File: src/hw/uartPkg.sv
////////////////////////////////////////
// uart package
// shared data, status and line types for
// the receive, transmit and port blocks
////////////////////////////////////////

package uartPkg;

	////////////////////////////////////////
	// data and status widths
	////////////////////////////////////////

	typedef logic [7:0] uartData_t;	// one byte on the line or in a fifo
	typedef logic [7:0] uartStat_t;	// status byte seen by the processor

	// status bit positions, upper bits read zero
	localparam int rxAvailBit = 0;	// rx fifo holds data
	localparam int rxFullBit = 1;	// rx fifo full
	localparam int txFullBit = 2;	// tx fifo full
	localparam int txIdleBit = 3;	// nothing queued, nothing shifting
	localparam int overrunBit = 4;	// a received byte was dropped

	////////////////////////////////////////
	// state machines
	////////////////////////////////////////

	typedef enum logic [1:0] {
		rxIdle = 2'b00,
		rxStart = 2'b01,
		rxData = 2'b10,
		rxStop = 2'b11
	} rxState_t;

	typedef enum logic [1:0] {
		txIdle = 2'b00,
		txStart = 2'b01,
		txData = 2'b10,
		txStop = 2'b11
	} txState_t;

	// flags gathered from both sides for the port block
	typedef struct packed {
		logic rxEmpty;	// rx fifo empty
		logic rxFull;	// rx fifo full
		logic txEmpty;	// tx fifo empty
		logic txFull;	// tx fifo full, writes get dropped
		logic txBusy;	// transmitter shifting a frame
		logic rxOverflow;	// one-cycle pulse, byte lost on push
	} uartLineStat_t;

endpackage

File: src/hw/baudTickGen.sv
////////////////////////////////////////
// baud tick generator
// one-cycle tick every baudDivisor clocks,
// 16 ticks per bit on the line
////////////////////////////////////////

`timescale 1ns/1ps

module baudTickGen #(
	parameter int baudDivisor = 27	// clocks per oversampling tick
) (
	input logic clk,
	input logic reset,
	output logic sTick
);

	localparam int cntW = (baudDivisor > 1) ? $clog2(baudDivisor) : 1;

	logic [cntW-1:0] cnt;	// wraps at baudDivisor-1

	// registered tick, first one lands baudDivisor edges out of reset
	always_ff @(posedge clk or posedge reset)
	begin
		if (reset)
		begin
			cnt <= '0;
			sTick <= 1'b0;
		end
		else if (cnt == cntW'(baudDivisor - 1))
		begin
			cnt <= '0;	// terminal count
			sTick <= 1'b1;
		end
		else
		begin
			cnt <= cnt + 1'b1;
			sTick <= 1'b0;
		end
	end

endmodule

File: src/hw/uartFifo.sv
////////////////////////////////////////
// uart fifo
// first-word-fall-through byte buffer,
// overflow pulses on a push while full
////////////////////////////////////////

`timescale 1ns/1ps

module uartFifo #(
	parameter int fifoAddrLen = 4	// depth is 2**fifoAddrLen
) (
	input logic clk,
	input logic reset,
	input logic push,
	input uartPkg::uartData_t pushData,
	input logic pop,
	output uartPkg::uartData_t head,
	output logic empty,
	output logic full,
	output logic overflow
);

	import uartPkg::*;

	localparam int depth = 2 ** fifoAddrLen;

	uartData_t mem [depth];	// storage, no reset
	logic [fifoAddrLen-1:0] wrPtr, rdPtr;
	logic [fifoAddrLen:0] count;	// one extra bit to tell full from empty
	logic doPush, doPop;

	assign doPush = push && !full;	// dropped when full
	assign doPop = pop && !empty;	// ignored when empty

	always_ff @(posedge clk or posedge reset)
	begin
		if (reset)
		begin
			wrPtr <= '0;
			rdPtr <= '0;
			count <= '0;
		end
		else
		begin
			if (doPush)
				wrPtr <= wrPtr + 1'b1;
			if (doPop)
				rdPtr <= rdPtr + 1'b1;
			case ({doPush, doPop})
				2'b10: count <= count + 1'b1;
				2'b01: count <= count - 1'b1;
				default: count <= count;	// both or neither
			endcase
		end
	end

	always_ff @(posedge clk)
	begin
		if (doPush)
			mem[wrPtr] <= pushData;
	end

	// head valid whenever not empty
	assign head = mem[rdPtr];
	assign empty = (count == '0);
	assign full = (count == (fifoAddrLen + 1)'(depth));
	assign overflow = push && full;

endmodule

File: src/hw/uartPeripheral.sv
////////////////////////////////////////
// uart peripheral top
// tick generator, rx and tx paths with
// fifos, and the processor port block
////////////////////////////////////////

`timescale 1ns/1ps

module uartPeripheral #(
	parameter int dataBits = 8,
	parameter int sbTick = 16,	// one stop bit
	parameter int fifoAddrLen = 4,	// 16 entries per fifo
	parameter int baudDivisor = 27	// 50 MHz clk, 115200 baud
) (
	input logic clk,
	input logic reset,
	input logic rx,
	output logic tx,
	input logic rdStrobe,
	input logic wrStrobe,
	input uartPkg::uartData_t wrData,
	input logic statRead,
	output uartPkg::uartData_t rdData,
	output uartPkg::uartStat_t status
);

	import uartPkg::*;

	logic sTick;
	logic rxDoneTick, rxEmpty, rxFull, rxOverflow, rxPop;
	logic txEmpty, txFull, txPop, txBusy;
	uartData_t rxByte, rxHead, txHead;
	uartLineStat_t lineStat;

	baudTickGen #(.baudDivisor(baudDivisor)) tickGen (.clk, .reset, .sTick);

	////////////////////////////////////////
	// receive side
	////////////////////////////////////////

	uartRec #(.dataBits(dataBits), .sbTick(sbTick)) rec (
		.clk, .reset, .sTick, .rx, .rxDoneTick, .dOut(rxByte)
	);

	uartFifo #(.fifoAddrLen(fifoAddrLen)) rxFifo (
		.clk, .reset, .push(rxDoneTick), .pushData(rxByte), .pop(rxPop),
		.head(rxHead), .empty(rxEmpty), .full(rxFull), .overflow(rxOverflow)
	);

	////////////////////////////////////////
	// transmit side
	////////////////////////////////////////

	// tx overflow left open, processor polls txFull before writing
	uartFifo #(.fifoAddrLen(fifoAddrLen)) txFifo (
		.clk, .reset, .push(wrStrobe), .pushData(wrData), .pop(txPop),
		.head(txHead), .empty(txEmpty), .full(txFull), .overflow()
	);

	uartTrans #(.dataBits(dataBits), .sbTick(sbTick)) trans (
		.clk, .reset, .sTick, .txEmpty, .txHead, .txPop, .txBusy, .tx
	);

	// flags for the port block
	assign lineStat.rxEmpty = rxEmpty;
	assign lineStat.rxFull = rxFull;
	assign lineStat.txEmpty = txEmpty;
	assign lineStat.txFull = txFull;
	assign lineStat.txBusy = txBusy;
	assign lineStat.rxOverflow = rxOverflow;

	uartPort port (
		.clk, .reset, .rdStrobe, .statRead, .lineStat, .rxHead,
		.rdData, .status, .rxPop
	);

endmodule

File: src/hw/uartPort.sv
////////////////////////////////////////
// uart port block
// processor read data, status byte and
// the sticky overrun flag
////////////////////////////////////////

`timescale 1ns/1ps

module uartPort (
	input logic clk,
	input logic reset,
	input logic rdStrobe,	// processor read, pops rx fifo
	input logic statRead,	// processor status read
	input uartPkg::uartLineStat_t lineStat,
	input uartPkg::uartData_t rxHead,
	output uartPkg::uartData_t rdData,
	output uartPkg::uartStat_t status,
	output logic rxPop
);

	import uartPkg::*;

	logic overrun;	// sticky, lost rx byte

	////////////////////////////////////////
	// overrun flag
	////////////////////////////////////////

	// a new loss in the same cycle as a status read keeps the flag set
	always_ff @(posedge clk or posedge reset)
	begin
		if (reset)
			overrun <= 1'b0;
		else if (lineStat.rxOverflow)
			overrun <= 1'b1;
		else if (statRead)
			overrun <= 1'b0;	// cleared once the processor has seen it
	end

	////////////////////////////////////////
	// status byte
	////////////////////////////////////////

	always_comb
	begin
		status = '0;	// unused upper bits
		status[rxAvailBit] = !lineStat.rxEmpty;
		status[rxFullBit] = lineStat.rxFull;
		status[txFullBit] = lineStat.txFull;
		status[txIdleBit] = lineStat.txEmpty && !lineStat.txBusy;	// nothing left to send
		status[overrunBit] = overrun;
	end

	// fall-through head goes straight out
	assign rdData = rxHead;
	assign rxPop = rdStrobe;

endmodule

File: src/hw/uartRec.sv
////////////////////////////////////////
// uart receiver
// 16x oversampling of rx, bytes built LSB
// first, rxDoneTick at end of the stop bit
////////////////////////////////////////

`timescale 1ns/1ps

module uartRec #(
	parameter int dataBits = 8,	// data bits per frame
	parameter int sbTick = 16	// stop length in ticks
) (
	input logic clk,
	input logic reset,
	input logic sTick,
	input logic rx,
	output logic rxDoneTick,
	output uartPkg::uartData_t dOut
);

	import uartPkg::*;

	localparam int tickW = (sbTick > 16) ? $clog2(sbTick) : 4;	// must reach 15 for data bits
	localparam int nW = (dataBits > 1) ? $clog2(dataBits) : 1;
	localparam int byteW = $bits(uartData_t);

	rxState_t stateReg, stateNext;
	logic [tickW-1:0] sReg, sNext;	// tick counter within a bit
	logic [nW-1:0] nReg, nNext;	// data bit counter
	uartData_t bReg, bNext;	// shift register

	always_ff @(posedge clk or posedge reset)
	begin
		if (reset)
		begin
			stateReg <= rxIdle;
			sReg <= '0;
			nReg <= '0;
		end
		else
		begin
			stateReg <= stateNext;
			sReg <= sNext;
			nReg <= nNext;
		end
	end

	// payload, no reset
	always_ff @(posedge clk)
		bReg <= bNext;

	////////////////////////////////////////
	// next state
	////////////////////////////////////////

	always_comb
	begin
		stateNext = stateReg;
		sNext = sReg;
		nNext = nReg;
		bNext = bReg;
		rxDoneTick = 1'b0;

		case (stateReg)
			rxIdle:
				if (!rx)
				begin
					stateNext = rxStart;	// falling edge, start bit begins
					sNext = '0;
				end
			rxStart:
				if (sTick)
				begin
					if (sReg == tickW'(7))
					begin
						stateNext = rxData;	// mid start bit, align to bit centres
						sNext = '0;
						nNext = '0;
					end
					else
						sNext = sReg + 1'b1;
				end
			rxData:
				if (sTick)
				begin
					if (sReg == tickW'(15))
					begin
						sNext = '0;
						bNext = {rx, bReg[byteW-1:1]};	// lsb arrives first
						if (nReg == nW'(dataBits - 1))
							stateNext = rxStop;
						else
							nNext = nReg + 1'b1;
					end
					else
						sNext = sReg + 1'b1;
				end
			rxStop:
				if (sTick)
				begin
					if (sReg == tickW'(sbTick - 1))
					begin
						stateNext = rxIdle;
						rxDoneTick = 1'b1;	// byte in bReg is complete
					end
					else
						sNext = sReg + 1'b1;
				end
			default:
				stateNext = rxIdle;
		endcase
	end

	assign dOut = bReg;

endmodule

File: src/hw/uartTrans.sv
////////////////////////////////////////
// uart transmitter
// pops the tx fifo and sends start bit,
// data LSB first and a high stop bit
////////////////////////////////////////

`timescale 1ns/1ps

module uartTrans #(
	parameter int dataBits = 8,	// data bits per frame
	parameter int sbTick = 16	// stop length in ticks
) (
	input logic clk,
	input logic reset,
	input logic sTick,
	input logic txEmpty,
	input uartPkg::uartData_t txHead,
	output logic txPop,
	output logic txBusy,
	output logic tx
);

	import uartPkg::*;

	localparam int tickW = (sbTick > 16) ? $clog2(sbTick) : 4;
	localparam int nW = (dataBits > 1) ? $clog2(dataBits) : 1;

	txState_t stateReg, stateNext;
	logic [tickW-1:0] sReg, sNext;	// ticks within the current bit
	logic [nW-1:0] nReg, nNext;	// bits sent so far
	uartData_t bReg, bNext;	// outgoing shift register
	logic txReg, txNext;	// registered line, no glitches

	always_ff @(posedge clk or posedge reset)
	begin
		if (reset)
		begin
			stateReg <= txIdle;
			sReg <= '0;
			nReg <= '0;
			txReg <= 1'b1;	// line idles high
		end
		else
		begin
			stateReg <= stateNext;
			sReg <= sNext;
			nReg <= nNext;
			txReg <= txNext;
		end
	end

	always_ff @(posedge clk)
		bReg <= bNext;

	always_comb
	begin
		stateNext = stateReg;
		sNext = sReg;
		nNext = nReg;
		bNext = bReg;
		txNext = txReg;
		txPop = 1'b0;

		case (stateReg)
			txIdle:
			begin
				txNext = 1'b1;
				if (sTick && !txEmpty)	// start on a tick so the bit is full length
				begin
					stateNext = txStart;
					sNext = '0;
					bNext = txHead;
					txPop = 1'b1;	// head consumed
					txNext = 1'b0;	// start bit
				end
			end
			txStart:
				if (sTick)
				begin
					if (sReg == tickW'(15))
					begin
						stateNext = txData;
						sNext = '0;
						nNext = '0;
						txNext = bReg[0];	// first data bit
					end
					else
						sNext = sReg + 1'b1;
				end
			txData:
				if (sTick)
				begin
					if (sReg == tickW'(15))
					begin
						sNext = '0;
						bNext = bReg >> 1;
						if (nReg == nW'(dataBits - 1))
						begin
							stateNext = txStop;
							txNext = 1'b1;	// stop bit
						end
						else
						begin
							nNext = nReg + 1'b1;
							txNext = bReg[1];	// next bit after shift
						end
					end
					else
						sNext = sReg + 1'b1;
				end
			txStop:
				if (sTick)
				begin
					if (sReg == tickW'(sbTick - 1))
						stateNext = txIdle;
					else
						sNext = sReg + 1'b1;
				end
			default:
				stateNext = txIdle;
		endcase
	end

	assign txBusy = (stateReg != txIdle);
	assign tx = txReg;

endmodule

File: config.mk
export PLATFORM = sky130hd
export DESIGN_NAME = uartPeripheral
export DESIGN_NICKNAME = d
export VERILOG_FILES = /design/src/hw/uartPkg.sv /design/src/hw/baudTickGen.sv /design/src/hw/uartFifo.sv /design/src/hw/uartPeripheral.sv /design/src/hw/uartPort.sv /design/src/hw/uartRec.sv /design/src/hw/uartTrans.sv
export SDC_FILE = /design/constraint.sdc
export NUM_CORES = 1
export LEC_CHECK = 0
export BUFFER_PORTS_ARGS = -buffer_cell sky130_fd_sc_hd__buf_4
export CORE_ASPECT_RATIO = 1.4
export CORE_MARGIN = 10
export CORE_UTILIZATION = 70
export CTS_BUF_LIST = sky130_fd_sc_hd__clkbuf_8
export DETAILED_ROUTE_END_ITERATION = 12
export HOLD_SLACK_MARGIN = 0.06
export PLACE_DENSITY = 0.9
export SLEW_MARGIN = 20
export SYNTH_ARGS = -nofsm -noshare
export SYNTH_HDL_FRONTEND = slang
export SYNTH_HIERARCHICAL = 1
export SYNTH_SLANG_ARGS = --single-unit
File: constraint.sdc
create_clock -name clk -period 9.1 [get_ports clk]
set_input_delay 1.82 -clock clk [delete_from_list [all_inputs] [get_ports clk]]
set_output_delay 1.82 -clock clk [all_outputs]
set_load 0.05 [all_outputs]
* After elaboration in Yosys (flattened, before gate mapping) *
Memories as Yosys holds them, arrays and structs flattened.
Index checks and enable logic that the tools add are counted.
W data, S select, Z words.

cells by class
  add/sub/neg operators = 13
  multiply operators = 0
  div/mod/pow operators = 0
  magnitude comparators = 0
  eq/ne operators = 39
  shift operators = 0
  mux-type cells = 70
  bitwise operators = 0
  reductions and logical operators = 34

operators with widths
  cell                   count
  $mux W4                12
  $mux W2                16
  $mux W3                10
  $add A4 B1 Y4 const B  6
  $mux W8                3
  $ne A2 B2 Y1 const B   11
  $ne A2 B1 Y1 const B   10
  $pmux W5 S2            2
  $mux W1                18
  $pmux W2 S4            2
  $pmux W4 S4            1
  $pmux W8 S2            1
  $reduce_and A8 Y1      2
  $add A5 B1 Y5 const B  3
  $eq A5 B5 Y1 const B   3
  $reduce_bool A2 Y1     7
  $eq A2 B2 Y1 const B   6
  $pmux W3 S2            2
  $pmux W4 S3            1
  $reduce_and A6 Y1      2
  $logic_not A5 Y1       2
  $reduce_and A5 Y1      2
  $sub A5 B1 Y5 const B  2
  $eq A2 B1 Y1 const B   4
  other kinds (13)       28

storage, ports and cells
  flip-flop bits (word level) = 68
  latch bits = 0
  memory bits (writable) = 256
  ROM bits = 0
  input bits = 14
  output and inout bits = 17
  logic and storage cells = 176
  memories kept = 2

memories
  name        words  bits a word  rd ports  clocked after Yosys merged registers in  write ports  RTL line        source
  rxFifo.mem  16     8            1         0                                        1            uartFifo.sv:27  uartData_t mem [depth];
  txFifo.mem  16     8            1         0                                        1            uartFifo.sv:27

* Logic depth before layout (Yosys ltp) *
Gate-level depths: netlist of run 1.

  depth in word-level cells = 8
  gate-level depth with buffers = 14
  gate-level depth less buffers = 13

* Hierarchy *
The synthesis of run 1 kept the hierarchy.

by module, submodules not included
  module       instances  cells an instance  area an instance (µm²)  seq. area each (µm²)
  uartFifo     2          334                5790.6                  4169.0
  uartTrans    1          86                 1028.5                  491.7
  uartRec      1          77                 875.8                   465.4
  baudTickGen  1          26                 295.3                   150.1
  uartPort     1          22                 166.4                   25.0

* Worst setup path before layout of run 1 *
OpenSTA, ideal clock, no wires.

  path kind = input-to-reg
  start point = in rdStrobe
  end point = reg rxFifo.count[4]
  setup time = 123 ps
  arrival = 3573 ps
  data required time = 8977 ps
  setup slack = 5405 ps
  stages = 11
  path buffers = 2
  cells stage by stage = buf_4 -> nor2b_1 -> buf_6 -> ha_1 -> inv_1 -> fa_1 -> nor2b_1 -> o21ai_0 -> nand3_1 -> or3b_1 -> xnor2_1

on the way
  word-level cells in the longest chain between the ends = 3
  elaborated cells on any way between the ends = 5
  classes of those cells = 2 x eq/ne; 1 x mux; 2 x reduce/logical

RTL lines
  what                                               RTL line              source
  start, declared                                    uartPeripheral.sv:19  input logic rdStrobe,
  $logic_and A1 B1 Y1 *                              uartFifo.sv:33        assign doPop = pop && !empty;
  net rxFifo.doPop                                   uartFifo.sv:30        logic doPush, doPop;
  $eq A2 B1 Y1 or $eq A2 B2 Y1 (tied branches)       uartFifo.sv:49        case ({doPush, doPop})
  $pmux W5 S2 or $reduce_bool A2 Y1 (tied branches)  n/a
  end signal, assigned                               uartFifo.sv:50        2'b10: count <= count + 1'b1;
  end signal, assigned                               uartFifo.sv:51        2'b01: count <= count - 1'b1;
  end signal, assigned                               uartFifo.sv:52        default: count <= count;
  end, declared                                      uartFifo.sv:29        logic [fifoAddrLen:0] count;

The timed path passes the listed nets; every way through them passes the cells marked *.
A chain may end at the register's enable or synchronous reset.

* Final worst setup path of run 1 *
  start point = reg rxFifo.rdPtr[0]
  end point = out rdData[7]

on the way
  word-level cells in the longest chain between the ends = 1

RTL lines
  what                    RTL line              source
  start, declared         uartFifo.sv:28        logic [fifoAddrLen-1:0] wrPtr, rdPtr;
  start signal, assigned  uartFifo.sv:48        rdPtr <= rdPtr + 1'b1;
  $mem_v2 Z16 W8          n/a
  end, declared           uartPeripheral.sv:23  output uartPkg::uartData_t rdData,

Every way passes these cells.

==> metrics.sh, run 1 <==
CRIT_PATH_CELL_TRACE='buf_4, mux2i_1, a221oi_1, a22oi_1, nand2_1, buf_4'
DETAILEDPLACEMENTHPWL_UM=18200
SYNTH_INSTANCES=878
CPPEAKSTAGEDELAY_NS=0.74
ITERATION_0_DRC_MARKERS=635
DRC_ERRORS_LEFT=0
INTERNAL-POWER_W=0.00263
POWER.SWITCHING_W=0.00124
CPMAXSTAGEDELAYCELL='dfrtp_2'
SEQUENTIAL_CELL_AREA_UM2=9470
FIN_WS_NS=4.16
WORSTPATHARRIVAL_NS=3.12
HOLD-WORST-SLACK_NS=0.473
SWITCHING_SHARE_PCT=32.1
DIODES=0
FLOORPLAN.IO_PINS=31
VIA_COUNT=7576
DIE_H_UM=187
FIN_CRIT_NS=4.94
POST_ROUTE_CELLS_DRIVE_ABOVE_1_SHARE_PCT=18.7
COMBPWRFRAC_PCT=27.3
HP-CLASS='flop to flop'
FLOORPLAN.INITIALDENSITY_PCT=70.5
DETAIL_ROUTE.WL_PER_CELL_UM=22.4
FIRST_PASS_ITERS=5
TOP_CELL_FAMILY_BY_DELAY_ON_THE_CRITICAL_PATH='compound AO/OA/AOI/OAI gates'
TIMING.FINAL.CRIT_SHARE_PCT=54.3
PATH_BUF_INV=2
ANTENNA_VIOLATIONS_BEFORE_REPAIR=0
TIMING_HOLD_VIOLATIONS_FINAL=0
CTS_REPAIR_RESIZE_COUNT=0
TIGHTEST_SLEW_NS=0.916
FINAL-SETUP-VIOL-COUNT=0
CLOCK_INSERTION_DELAY_WORST_SKEW_NS=0.56
CRITPATHREQUIREDTIME_NS=7.28
CRITICAL_PATH_TYPE='flop to output pin'
SYN_AREA_UM2=13900
LEAKAGE_DISSIPATION_nW=5.57
DIEWIDTH_UM=139
MAXSLEWHEADROOM_PCT=38.9
WORST_CLOCK_SKEW_NS=0.0239
TIMING.CRITICAL_PATH.MODE_CELL='buf_4'
ROWS=61
CTS_POST_SETUP_BUFFERS_INSERTED=0
FIN_SETUP_TNS_NS=0
GRT_START_MAX_NET_PINS=52
ROUTE.FINAL.WIRE_LENGTH_UM=26800
STATUS='finished clean'
WORSTSETUPSTARTPOINTTYPE='flop'
GLOBAL_ROUTING_USAGE_SUMMED_ACROSS_ALL_ROUTING_LAYERS_PCT=20.7
ANTENNA_VIOLATING_NETS_POST_ROUTE=0
LAYOUT_OVERHEAD_ON_THE_SYNTHESIZED_AREA_PCT=7.62
DIE_AREA_UM2=26000
TIMING.MAX_CAP.VIOLATIONS=0
YOSYSWARNINGS=6
MULTI_INPUT_COMB_AREA_UM2=3990
DRT-VIAS-PER-INSTANCE=6.33
GPL.FINAL_WEIGHTED_CONGESTION=0.871
FILLCELLCOUNT=1134
PLACEMENT.IO_BUFFERS=27
PWR_DENS_nW_PER_UM2=258
AVERAGE_CELL_AREA_AFTER_SYNTHESIS_UM2=15.9
CRITPATHMAXFANOUT=35
SETUP_REPAIR_AFTER_GLOBAL_ROUTING_MISSED_ITS_MARGIN='no'
PWR-SHARE-SEQ_PCT=46.9
CRIT_PATH_CAPTURE_TYPE='output pin'
PEAK_CLOCK_FREQUENCY_SUPPORTED_BY_TIMING_GHz=0.203
FIN_NETS=960
GRT_FIRST_PASS_WIRELENGTH_UM=43100
POST-PLACE-WS_NS=4.79
OVERFLOW=0
CLOCK_NETWORK_FRACTION_OF_TOTAL_POWER_PCT=25.8
CTSHOLDBUFFERS=0
CTS_BUFFERS=45
CLOCK_TREE_ROOT_BUFFER_CELL='clkbuf_8'
FIRST_GLOBAL_VIAS=7861
COUNT_OF_PINS_OVER_THEIR_SLEW_LIMIT=0
CORE_AREA_UM2=19800
TRITONCTS_CLOCK_TREE='yes'
PATH_CLK_SLEW_NS=0.06
IR_DROP_mV=0.194
CTS.HTREE.LEVELS=2
CTS.SINK_COUNT=324
CTSLONGESTPATHBUFFERS=3
==> metrics by stage <==
stage	utilization (%)	std cells	power [W]	area [µm²]
5_1_grt	75.9	1197	0.00406	15000
4_1_cts	75.9	1197	0.00390	15000
3_3_place_gp	71.6	1114	0.00285	14200
6_report	75.9	1197	0.00388	15000
2_1_floorplan	-	880	0.00272	13900
3_5_place_dp	71.7	1114	0.00290	14200
==> registers in the layout (all words and copies together) (netlist names) <==
signal          count
txFifo/wrPtr        4
rxFifo/wrPtr        4
tickGen/cnt         5
port/overrun        1
rec/nReg            3
rec/sReg            4
rxFifo/mem        128
tickGen/sTick       1
rxFifo/count        5
trans/tx            1
rec/dOut            8
trans/stateReg      2
rxFifo/rdPtr        4
trans/bReg          8
txFifo/mem        128
txFifo/rdPtr        4
trans/nReg          3
trans/sReg          4
txFifo/count        5
rec/stateReg        2
==> area by class of cell <==
cell class                      instances  share of cell area, %
Sequential cell                       324                   63.1
Multi-Input combinational cell        466                   26.6
Clock buffer                           48                   4.40
Tap cell                              252                   2.10
Timing Repair Buffer                   36                   1.80
Clock inverter                         35                   1.04
Inverter                               36                  0.901
==> cell usage in the layout (no fill, tap or decap), drive strengths merged, types with 2 or more instances in the layout <==
cell type	count
and2	7
o21a	2
xor2	6
o221ai	2
o31ai	2
clkbuf	48
conb	3
nor2	36
a21oi	23
nand2	54
and2b	2
nor2b	10
mux4	32
xnor2	14
a221oi	16
clkinv	13
a21o	5
or3b	2
inv	55
mux2i	54
a21bo	2
nand3	8
ha	35
nand2b	6
mux2	31
a211oi	2
clkinvlp	3
buf	36
a22oi	16
and4b	2
nor4	2
fa	2
and3	2
edfxtp	272
nor3	12
o2bb2ai	2
a22o	7
o21ai	51
dfrtp	51
nand4	4
==> per-layer routing <==
metal,part of all wire [%],routed length [µm],global-route usage [%]
met1,34,9050,22.4
met4,3.7,1000,8.89
met3,5.7,1510,3.71
met2,57,15200,38.4
met5,0,0,0
==> path summary, 6_finish.rpt <==
path | startpoint | slack (ns) | to | depth (start not counted)
max | rxFifo/rdPtr[0] | 4.16 | rdData[7] | 6
min | port/overrun | 0.47 | port/overrun | 1
max reg2reg | trans/stateReg[0] | 5.78 | txFifo/count[4] | 13
min reg2reg | port/overrun | 0.47 | port/overrun | 1
max in group asynchronous | reset | 7.33 | rxFifo/rdPtr[0] | 2
min in group asynchronous | reset | 1.18 | port/overrun | 2
==> power by group through the flow <==
stage / Sequential [W] / Combinational [W] / Clock, W
floorplan: 0.00179 / 0.000922 / 0
global placement: 0.00184 / 0.00102 / 0
detailed placement: 0.00185 / 0.00105 / 0
CTS: 0.00182 / 0.00106 / 0.00102
global route: 0.00183 / 0.00114 / 0.00109
finish: 0.00182 / 0.00106 / 0.00100
Power figures use the tool's default switching activity.
==> run 2, diff against run 1 <==
--- a/config.mk
+++ b/config.mk
@@ -8,11 +8,11 @@
 export BUFFER_PORTS_ARGS = -buffer_cell sky130_fd_sc_hd__buf_4
 export CORE_ASPECT_RATIO = 1.4
 export CORE_MARGIN = 10
-export CORE_UTILIZATION = 70
+export CORE_UTILIZATION = 65
 export CTS_BUF_LIST = sky130_fd_sc_hd__clkbuf_8
 export DETAILED_ROUTE_END_ITERATION = 12
 export HOLD_SLACK_MARGIN = 0.06
-export PLACE_DENSITY = 0.9
+export PLACE_DENSITY = 0.84
 export SLEW_MARGIN = 20
 export SYNTH_ARGS = -nofsm -noshare
 export SYNTH_HDL_FRONTEND = slang
==> constraint.sdc (replaced) <==
create_clock -name clk -period 4.65 [get_ports clk]
set_input_delay 0.93 -clock clk [delete_from_list [all_inputs] [get_ports clk]]
set_output_delay 0.93 -clock clk [all_outputs]
set_load 0.05 [all_outputs]
==> metrics.sh, run 2 (synthesized netlist as in run 1, its figures left out) <==
STATUS='finished clean'
CTSHOLDBUFFERS=0
FINAL-INSTANCE-COUNT-EXCL-FILL=1209
GRT_FIRST_PASS_WIRELENGTH_UM=41900
LARGEST_REGISTERS='rxFifo/mem x128, txFifo/mem x128'
CPMAXSTAGEDELAYCELL='dfrtp_2'
CRIT_PATH_CELL_TRACE='buf_4, mux2_2, o21ai_0, a21oi_1, o21ai_0, nand2_1, buf_4'
LAYOUT_COMMONEST_CELL='edfxtp_1'
DIEWIDTH_UM=144
GRT_START_MAX_NET_PINS=34
FLOORPLAN.INITIALDENSITY_PCT=66.0
SETUP_REPAIR_AFTER_GLOBAL_ROUTING_MISSED_ITS_MARGIN='no'
FIRST_GLOBAL_VIAS=7708
CTS_BUFFERS=46
SEQUENTIAL_CELL_AREA_UM2=9470
HP-CLASS='input pin to async pin'
TIMING_HOLD_VIOLATIONS_FINAL=0
DIODES=0
PWR_DENS_nW_PER_UM2=505
DRT-VIAS-PER-INSTANCE=6.11
ANTENNA_VIOLATING_NETS_POST_ROUTE=0
TIMING.MAX_CAP.VIOLATIONS=0
FILLCELLCOUNT=1327
TRITONCTS_CLOCK_TREE='yes'
CTS_REPAIR_RESIZE_COUNT=0
PLACEMENT.IO_BUFFERS=27
ROUTE.FINAL.WIRE_LENGTH_UM=25900
FINAL-SETUP-VIOL-COUNT=0
MAXSLEWHEADROOM_PCT=35.3
CTS.SINK_COUNT=324
POST-PLACE-WS_NS=1.34
OVERFLOW=0
LEAKAGE_DISSIPATION_nW=5.58
DRC_ERRORS_LEFT=0
CORE_AREA_UM2=21100
FIRST_PASS_ITERS=5
CLOCK_TREE_ROOT_BUFFER_CELL='clkbuf_8'
FIN_WS_NS=0.760
ITERATION_0_DRC_MARKERS=690
FIN_NETS=966
CRITPATHREQUIREDTIME_NS=3.72
MULTI_INPUT_COMB_AREA_UM2=3980
ROWS=63
CRITPATHMAXFANOUT=27
PLACEDCELLCOUNT=1127
TIMING.FINAL.CRIT_SHARE_PCT=83.6
CRITICAL_PATH_TYPE='flop to output pin'
TIGHTEST_SLEW_NS=0.970
DIE_H_UM=193
PEAK_CLOCK_FREQUENCY_SUPPORTED_BY_TIMING_GHz=0.257
DIE_AREA_UM2=27800
CPPEAKSTAGEDELAY_NS=0.90
GLOBAL_ROUTING_USAGE_SUMMED_ACROSS_ALL_ROUTING_LAYERS_PCT=19.1
DETAIL_ROUTE.WL_PER_CELL_UM=21.4
CTS.HTREE.LEVELS=2
CTSLONGESTPATHBUFFERS=3
TOP_CELL_FAMILY_BY_DELAY_ON_THE_CRITICAL_PATH='flip-flops'
COUNT_OF_PINS_OVER_THEIR_SLEW_LIMIT=0
POST_ROUTE_CELLS_DRIVE_ABOVE_1_SHARE_PCT=18.7
WORST_CLOCK_SKEW_NS=0.0192
IR_DROP_mV=0.375
FIN_CRIT_NS=3.89
CLOCK_INSERTION_DELAY_WORST_SKEW_NS=0.56
WORSTPATHARRIVAL_NS=2.96
FLOORPLAN.IO_PINS=31
FIN_SETUP_TNS_NS=0
MOSTFREQUENTLAYOUTCELLS='edfxtp_1 (272), inv_1 (55), mux2i_1 (54)'
PATH_CLK_SLEW_NS=0.06
GPL.FINAL_WEIGHTED_CONGESTION=0.823
ANTENNA_VIOLATIONS_BEFORE_REPAIR=0
DETAILEDPLACEMENTHPWL_UM=17600
LAYOUT_OVERHEAD_ON_THE_SYNTHESIZED_AREA_PCT=7.82
VIA_COUNT=7381
CTS_POST_SETUP_BUFFERS_INSERTED=0
PATH_BUF_INV=2
WORSTSETUPSTARTPOINTTYPE='flop'
CRIT_PATH_CAPTURE_TYPE='output pin'
[run 2: layout make-up]
cell class | instances | share of cell area [%]
Clock inverter | 34 | 0.991
Multi-Input combinational cell | 466 | 26.5
Tap cell | 260 | 2.16
Sequential cell | 324 | 63.0
Inverter | 36 | 0.899
Timing Repair Buffer | 41 | 2.05
Clock buffer | 48 | 4.40
[run 2: layer usage]
metal / global-route usage (%) / share of wire (%)
met5: 0 / 0
met4: 7.48 / 3.0
met3: 3.46 / 4.4
met2: 34.5 / 55
met1: 21.6 / 37
[run 2: path summary, 6_finish.rpt]
| kind | startpoint | slack, ns | endpoint | depth (start not counted) |
|---|---|---|---|---|
| worst min register to register | port/overrun | 0.47 | port/overrun | 1 |
| worst max-delay path | rxFifo/rdPtr[0] | 0.76 | rdData[7] | 7 |
| max in group asynchronous | reset | 3.81 | txFifo/rdPtr[0] | 2 |
| worst min-delay path | reset | 0.25 | port/overrun | 2 |
| min in group clk | port/overrun | 0.47 | port/overrun | 1 |
| worst max register to register | txFifo/count[0] | 1.38 | txFifo/count[4] | 13 |
[run 2: worst reg2reg max path, stage by stage, from the launching register on]
cell      delay (ns)
dfrtp_1         0.42
nor4_2          0.08
and2b_1         0.20
nand2b_2        0.20
nor2_1          0.15
nor2b_1         0.45
ha_1            0.33
inv_1           0.10
fa_1            0.41
nor2b_1         0.12
o21ai_0         0.11
nand3_1         0.10
or3b_1          0.36
xnor2_1         0.13
[run 2: per-stage QoR]
stage               hold slack [ns]  util, %  instance area, µm²  total power [W]
global route                  0.233     71.2               15000          0.00797
CTS                           0.217     71.1               15000          0.00765
floorplan                     0.450        -               13900          0.00532
detailed placement            0.467     67.3               14200          0.00569
finish                        0.252     71.2               15000          0.00759
global placement              0.462     67.2               14200          0.00562
[run 2: power by group]
part,internal (W),total [W],leakage (nW),switching (W)
clock network,0.000960,0.00196,0.480,0.00100
registers,0.00335,0.00362,3.10,0.000268
logic,0.000847,0.00200,2.00,0.00116
==> run 3, diff against run 2 <==
--- a/config.mk
+++ b/config.mk
@@ -8,11 +8,11 @@
 export BUFFER_PORTS_ARGS = -buffer_cell sky130_fd_sc_hd__buf_4
 export CORE_ASPECT_RATIO = 1.4
 export CORE_MARGIN = 10
-export CORE_UTILIZATION = 65
+export CORE_UTILIZATION = 59
 export CTS_BUF_LIST = sky130_fd_sc_hd__clkbuf_8
 export DETAILED_ROUTE_END_ITERATION = 12
 export HOLD_SLACK_MARGIN = 0.06
-export PLACE_DENSITY = 0.84
+export PLACE_DENSITY = 0.81
 export SLEW_MARGIN = 20
 export SYNTH_ARGS = -nofsm -noshare
 export SYNTH_HDL_FRONTEND = slang
==> constraint.sdc (replaced) <==
create_clock -name clk -period 3.4 [get_ports clk]
set_input_delay 0.68 -clock clk [delete_from_list [all_inputs] [get_ports clk]]
set_output_delay 0.68 -clock clk [all_outputs]
set_load 0.05 [all_outputs]
==> metrics.sh, run 3 (synthesized netlist as in run 1, its figures left out) <==
CTSLONGESTPATHBUFFERS=3
CRITPATHREQUIREDTIME_NS=2.72
POST_ROUTE_CELLS_DRIVE_ABOVE_1_SHARE_PCT=19.5
ROWS=66
ANTENNA_VIOLATIONS_BEFORE_REPAIR=0
HP-CLASS='input pin to flop'
OVERFLOW=0
CLOCK_INSERTION_DELAY_WORST_SKEW_NS=0.59
FIN_SETUP_TNS_NS=0
DRT-VIAS-PER-INSTANCE=5.85
DIE_AREA_UM2=30300
MOSTFREQUENTLAYOUTCELLS='edfxtp_1 (272), mux2i_1 (54), nand2_1 (52)'
PWR_DENS_nW_PER_UM2=695
REG2REG_FROM='txFifo/count[0]'
PLACEMENT.IO_BUFFERS=27
GPL.FINAL_WEIGHTED_CONGESTION=0.839
FLOORPLAN.INITIALDENSITY_PCT=59.9
MAXSLEWHEADROOM_PCT=45.8
TIGHTEST_SLEW_NS=0.810
GLOBAL_ROUTING_USAGE_SUMMED_ACROSS_ALL_ROUTING_LAYERS_PCT=17.3
WORST_HOLD_PATH.NUM_CELLS=1
CRIT_PATH_CAPTURE_TYPE='output pin'
SETUP_REPAIR_AFTER_GLOBAL_ROUTING_MISSED_ITS_MARGIN='no'
COUNT_OF_PINS_OVER_THEIR_SLEW_LIMIT=0
DETAIL_ROUTE.WL_PER_CELL_UM=20.6
FINAL-SETUP-VIOL-COUNT=0
DIE_H_UM=202
PLACEDCELLCOUNT=1179
ANTENNA_VIOLATING_NETS_POST_ROUTE=0
WORSTSETUPSTARTPOINTTYPE='flop'
RR_ENDPOINT='txFifo/count[4]'
FIRST_GLOBAL_VIAS=7580
CLOCK_TREE_ROOT_BUFFER_CELL='clkbuf_8'
ROUTE.FINAL.WIRE_LENGTH_UM=26000
TIMING.MAX_CAP.VIOLATIONS=0
STATUS='finished clean'
FIN_NETS=971
LARGEST_REGISTERS='rxFifo/mem x128, txFifo/mem x128'
CTS.HTREE.LEVELS=2
DIODES=0
R2R_SLACK_NS=0.39
HOLD_PATH.STARTPOINT='rx'
FIN_CRIT_NS=3.32
TIMING_HOLD_VIOLATIONS_FINAL=0
DIEWIDTH_UM=150
IR_DROP_mV=0.606
PATH_CLK_SLEW_NS=0.07
FLOORPLAN.IO_PINS=31
LAYOUT_COMMONEST_CELL='edfxtp_1'
FINAL-INSTANCE-COUNT-EXCL-FILL=1260
DETAILEDPLACEMENTHPWL_UM=17400
LAYOUT_OVERHEAD_ON_THE_SYNTHESIZED_AREA_PCT=8.84
LEAKAGE_DISSIPATION_nW=5.61
CRITPATHMAXFANOUT=12
MIN_DELAY_WORST_ENDPOINT='rec/dOut[7]'
WORSTPATHARRIVAL_NS=2.64
CTS.SINK_COUNT=324
FIRST_PASS_ITERS=7
GRT_FIRST_PASS_WIRELENGTH_UM=41300
GRT_START_MAX_NET_PINS=41
VIA_COUNT=7374
PEAK_CLOCK_FREQUENCY_SUPPORTED_BY_TIMING_GHz=0.301
CRITICAL_PATH_TYPE='flop to output pin'
TRITONCTS_CLOCK_TREE='yes'
TIMING.FINAL.CRIT_SHARE_PCT=97.7
CTS_BUFFERS=44
DRC_ERRORS_LEFT=0
CORE_AREA_UM2=23300
WORST_CLOCK_SKEW_NS=0.0431
ITERATION_0_DRC_MARKERS=649
REG2REG_DEPTH=13
-- run 3: changes by cell type in the layout (fill, tap and decap cells not counted), sizes merged, moves of 2 or more --
cell and delta:
clkbuf -3, clkinv +13, clkinvlp -2, buf +6, inv -11
-- run 3: cell type report --
| class | instances | area [µm²] |
|---|---|---|
| clock inverters | 35 | 199 |
| fillers | 1617 | 8110 |
| clock buffers | 45 | 619 |
| well taps | 306 | 383 |
| inverters | 36 | 135 |
| repair buffers | 48 | 388 |
| multi-input cells | 466 | 3980 |
| flip-flops and latches | 324 | 9470 |
-- run 3: worst max path at each step --
stage	end	start	slack [ns]
6_report	rdData[7]	rxFifo/rdPtr[2]	0.08
2_1_floorplan	txFifo/count[4]	txFifo/count[0]	0.59
5_1_grt	rdData[6]	rxFifo/rdPtr[0]	0.003
3_3_place_gp	txFifo/count[4]	txFifo/count[0]	0.32
3_5_place_dp	txFifo/count[4]	txFifo/count[0]	0.26
4_1_cts	rdData[4]	rxFifo/rdPtr[0]	0.05
-- run 3: through the flow --
step	instance area, µm²	worst slack (ns)	utilization (%)	hold WS, ns	power [W]
after floorplan	13900	0.586	-	0.409	0.00727
after global placement	14300	0.317	61.6	0.461	0.00778
after detailed placement	14300	0.259	61.6	0.474	0.00786
after CTS	15200	0.0480	65.1	0.270	0.0106
after global routing	15200	0.00281	65.2	0.270	0.0110
final	15200	0.0765	65.2	0.302	0.0105
-- run 3: where the power goes --
group / internal [W] / switching [W]
clock network: 0.00133 / 0.00143
registers: 0.00459 / 0.000272
logic: 0.00118 / 0.00175
total: 0.00710 / 0.00344
-- run 3: critical path: stages, from the launching register on --
cell,delay [ns]
dfrtp_1,0.53
and2_1,0.35
a221oi_1,0.69
a22oi_1,0.19
nand2_1,0.11
buf_4,0.20
-- run 3: layer usage --
| layer | GRT usage, % | up-vias | wire length [µm] |
|---|---|---|---|
| li1 | - | 3420 | - |
| met1 | 20.1 | 3684 | 9840 |
| met2 | 30.7 | 210 | 14100 |
| met3 | 2.79 | 60 | 1080 |
| met4 | 7.38 | 0 | 920 |
| met5 | 0 | - | 0 |
-- run 3: timing repair --
item	4_1_cts	5_1_grt
endpoints found under the hold margin	1	0
setup buffers	0	0
setup endpoints to repair	0	6
hold buffers	1	0
resized for setup	0	4
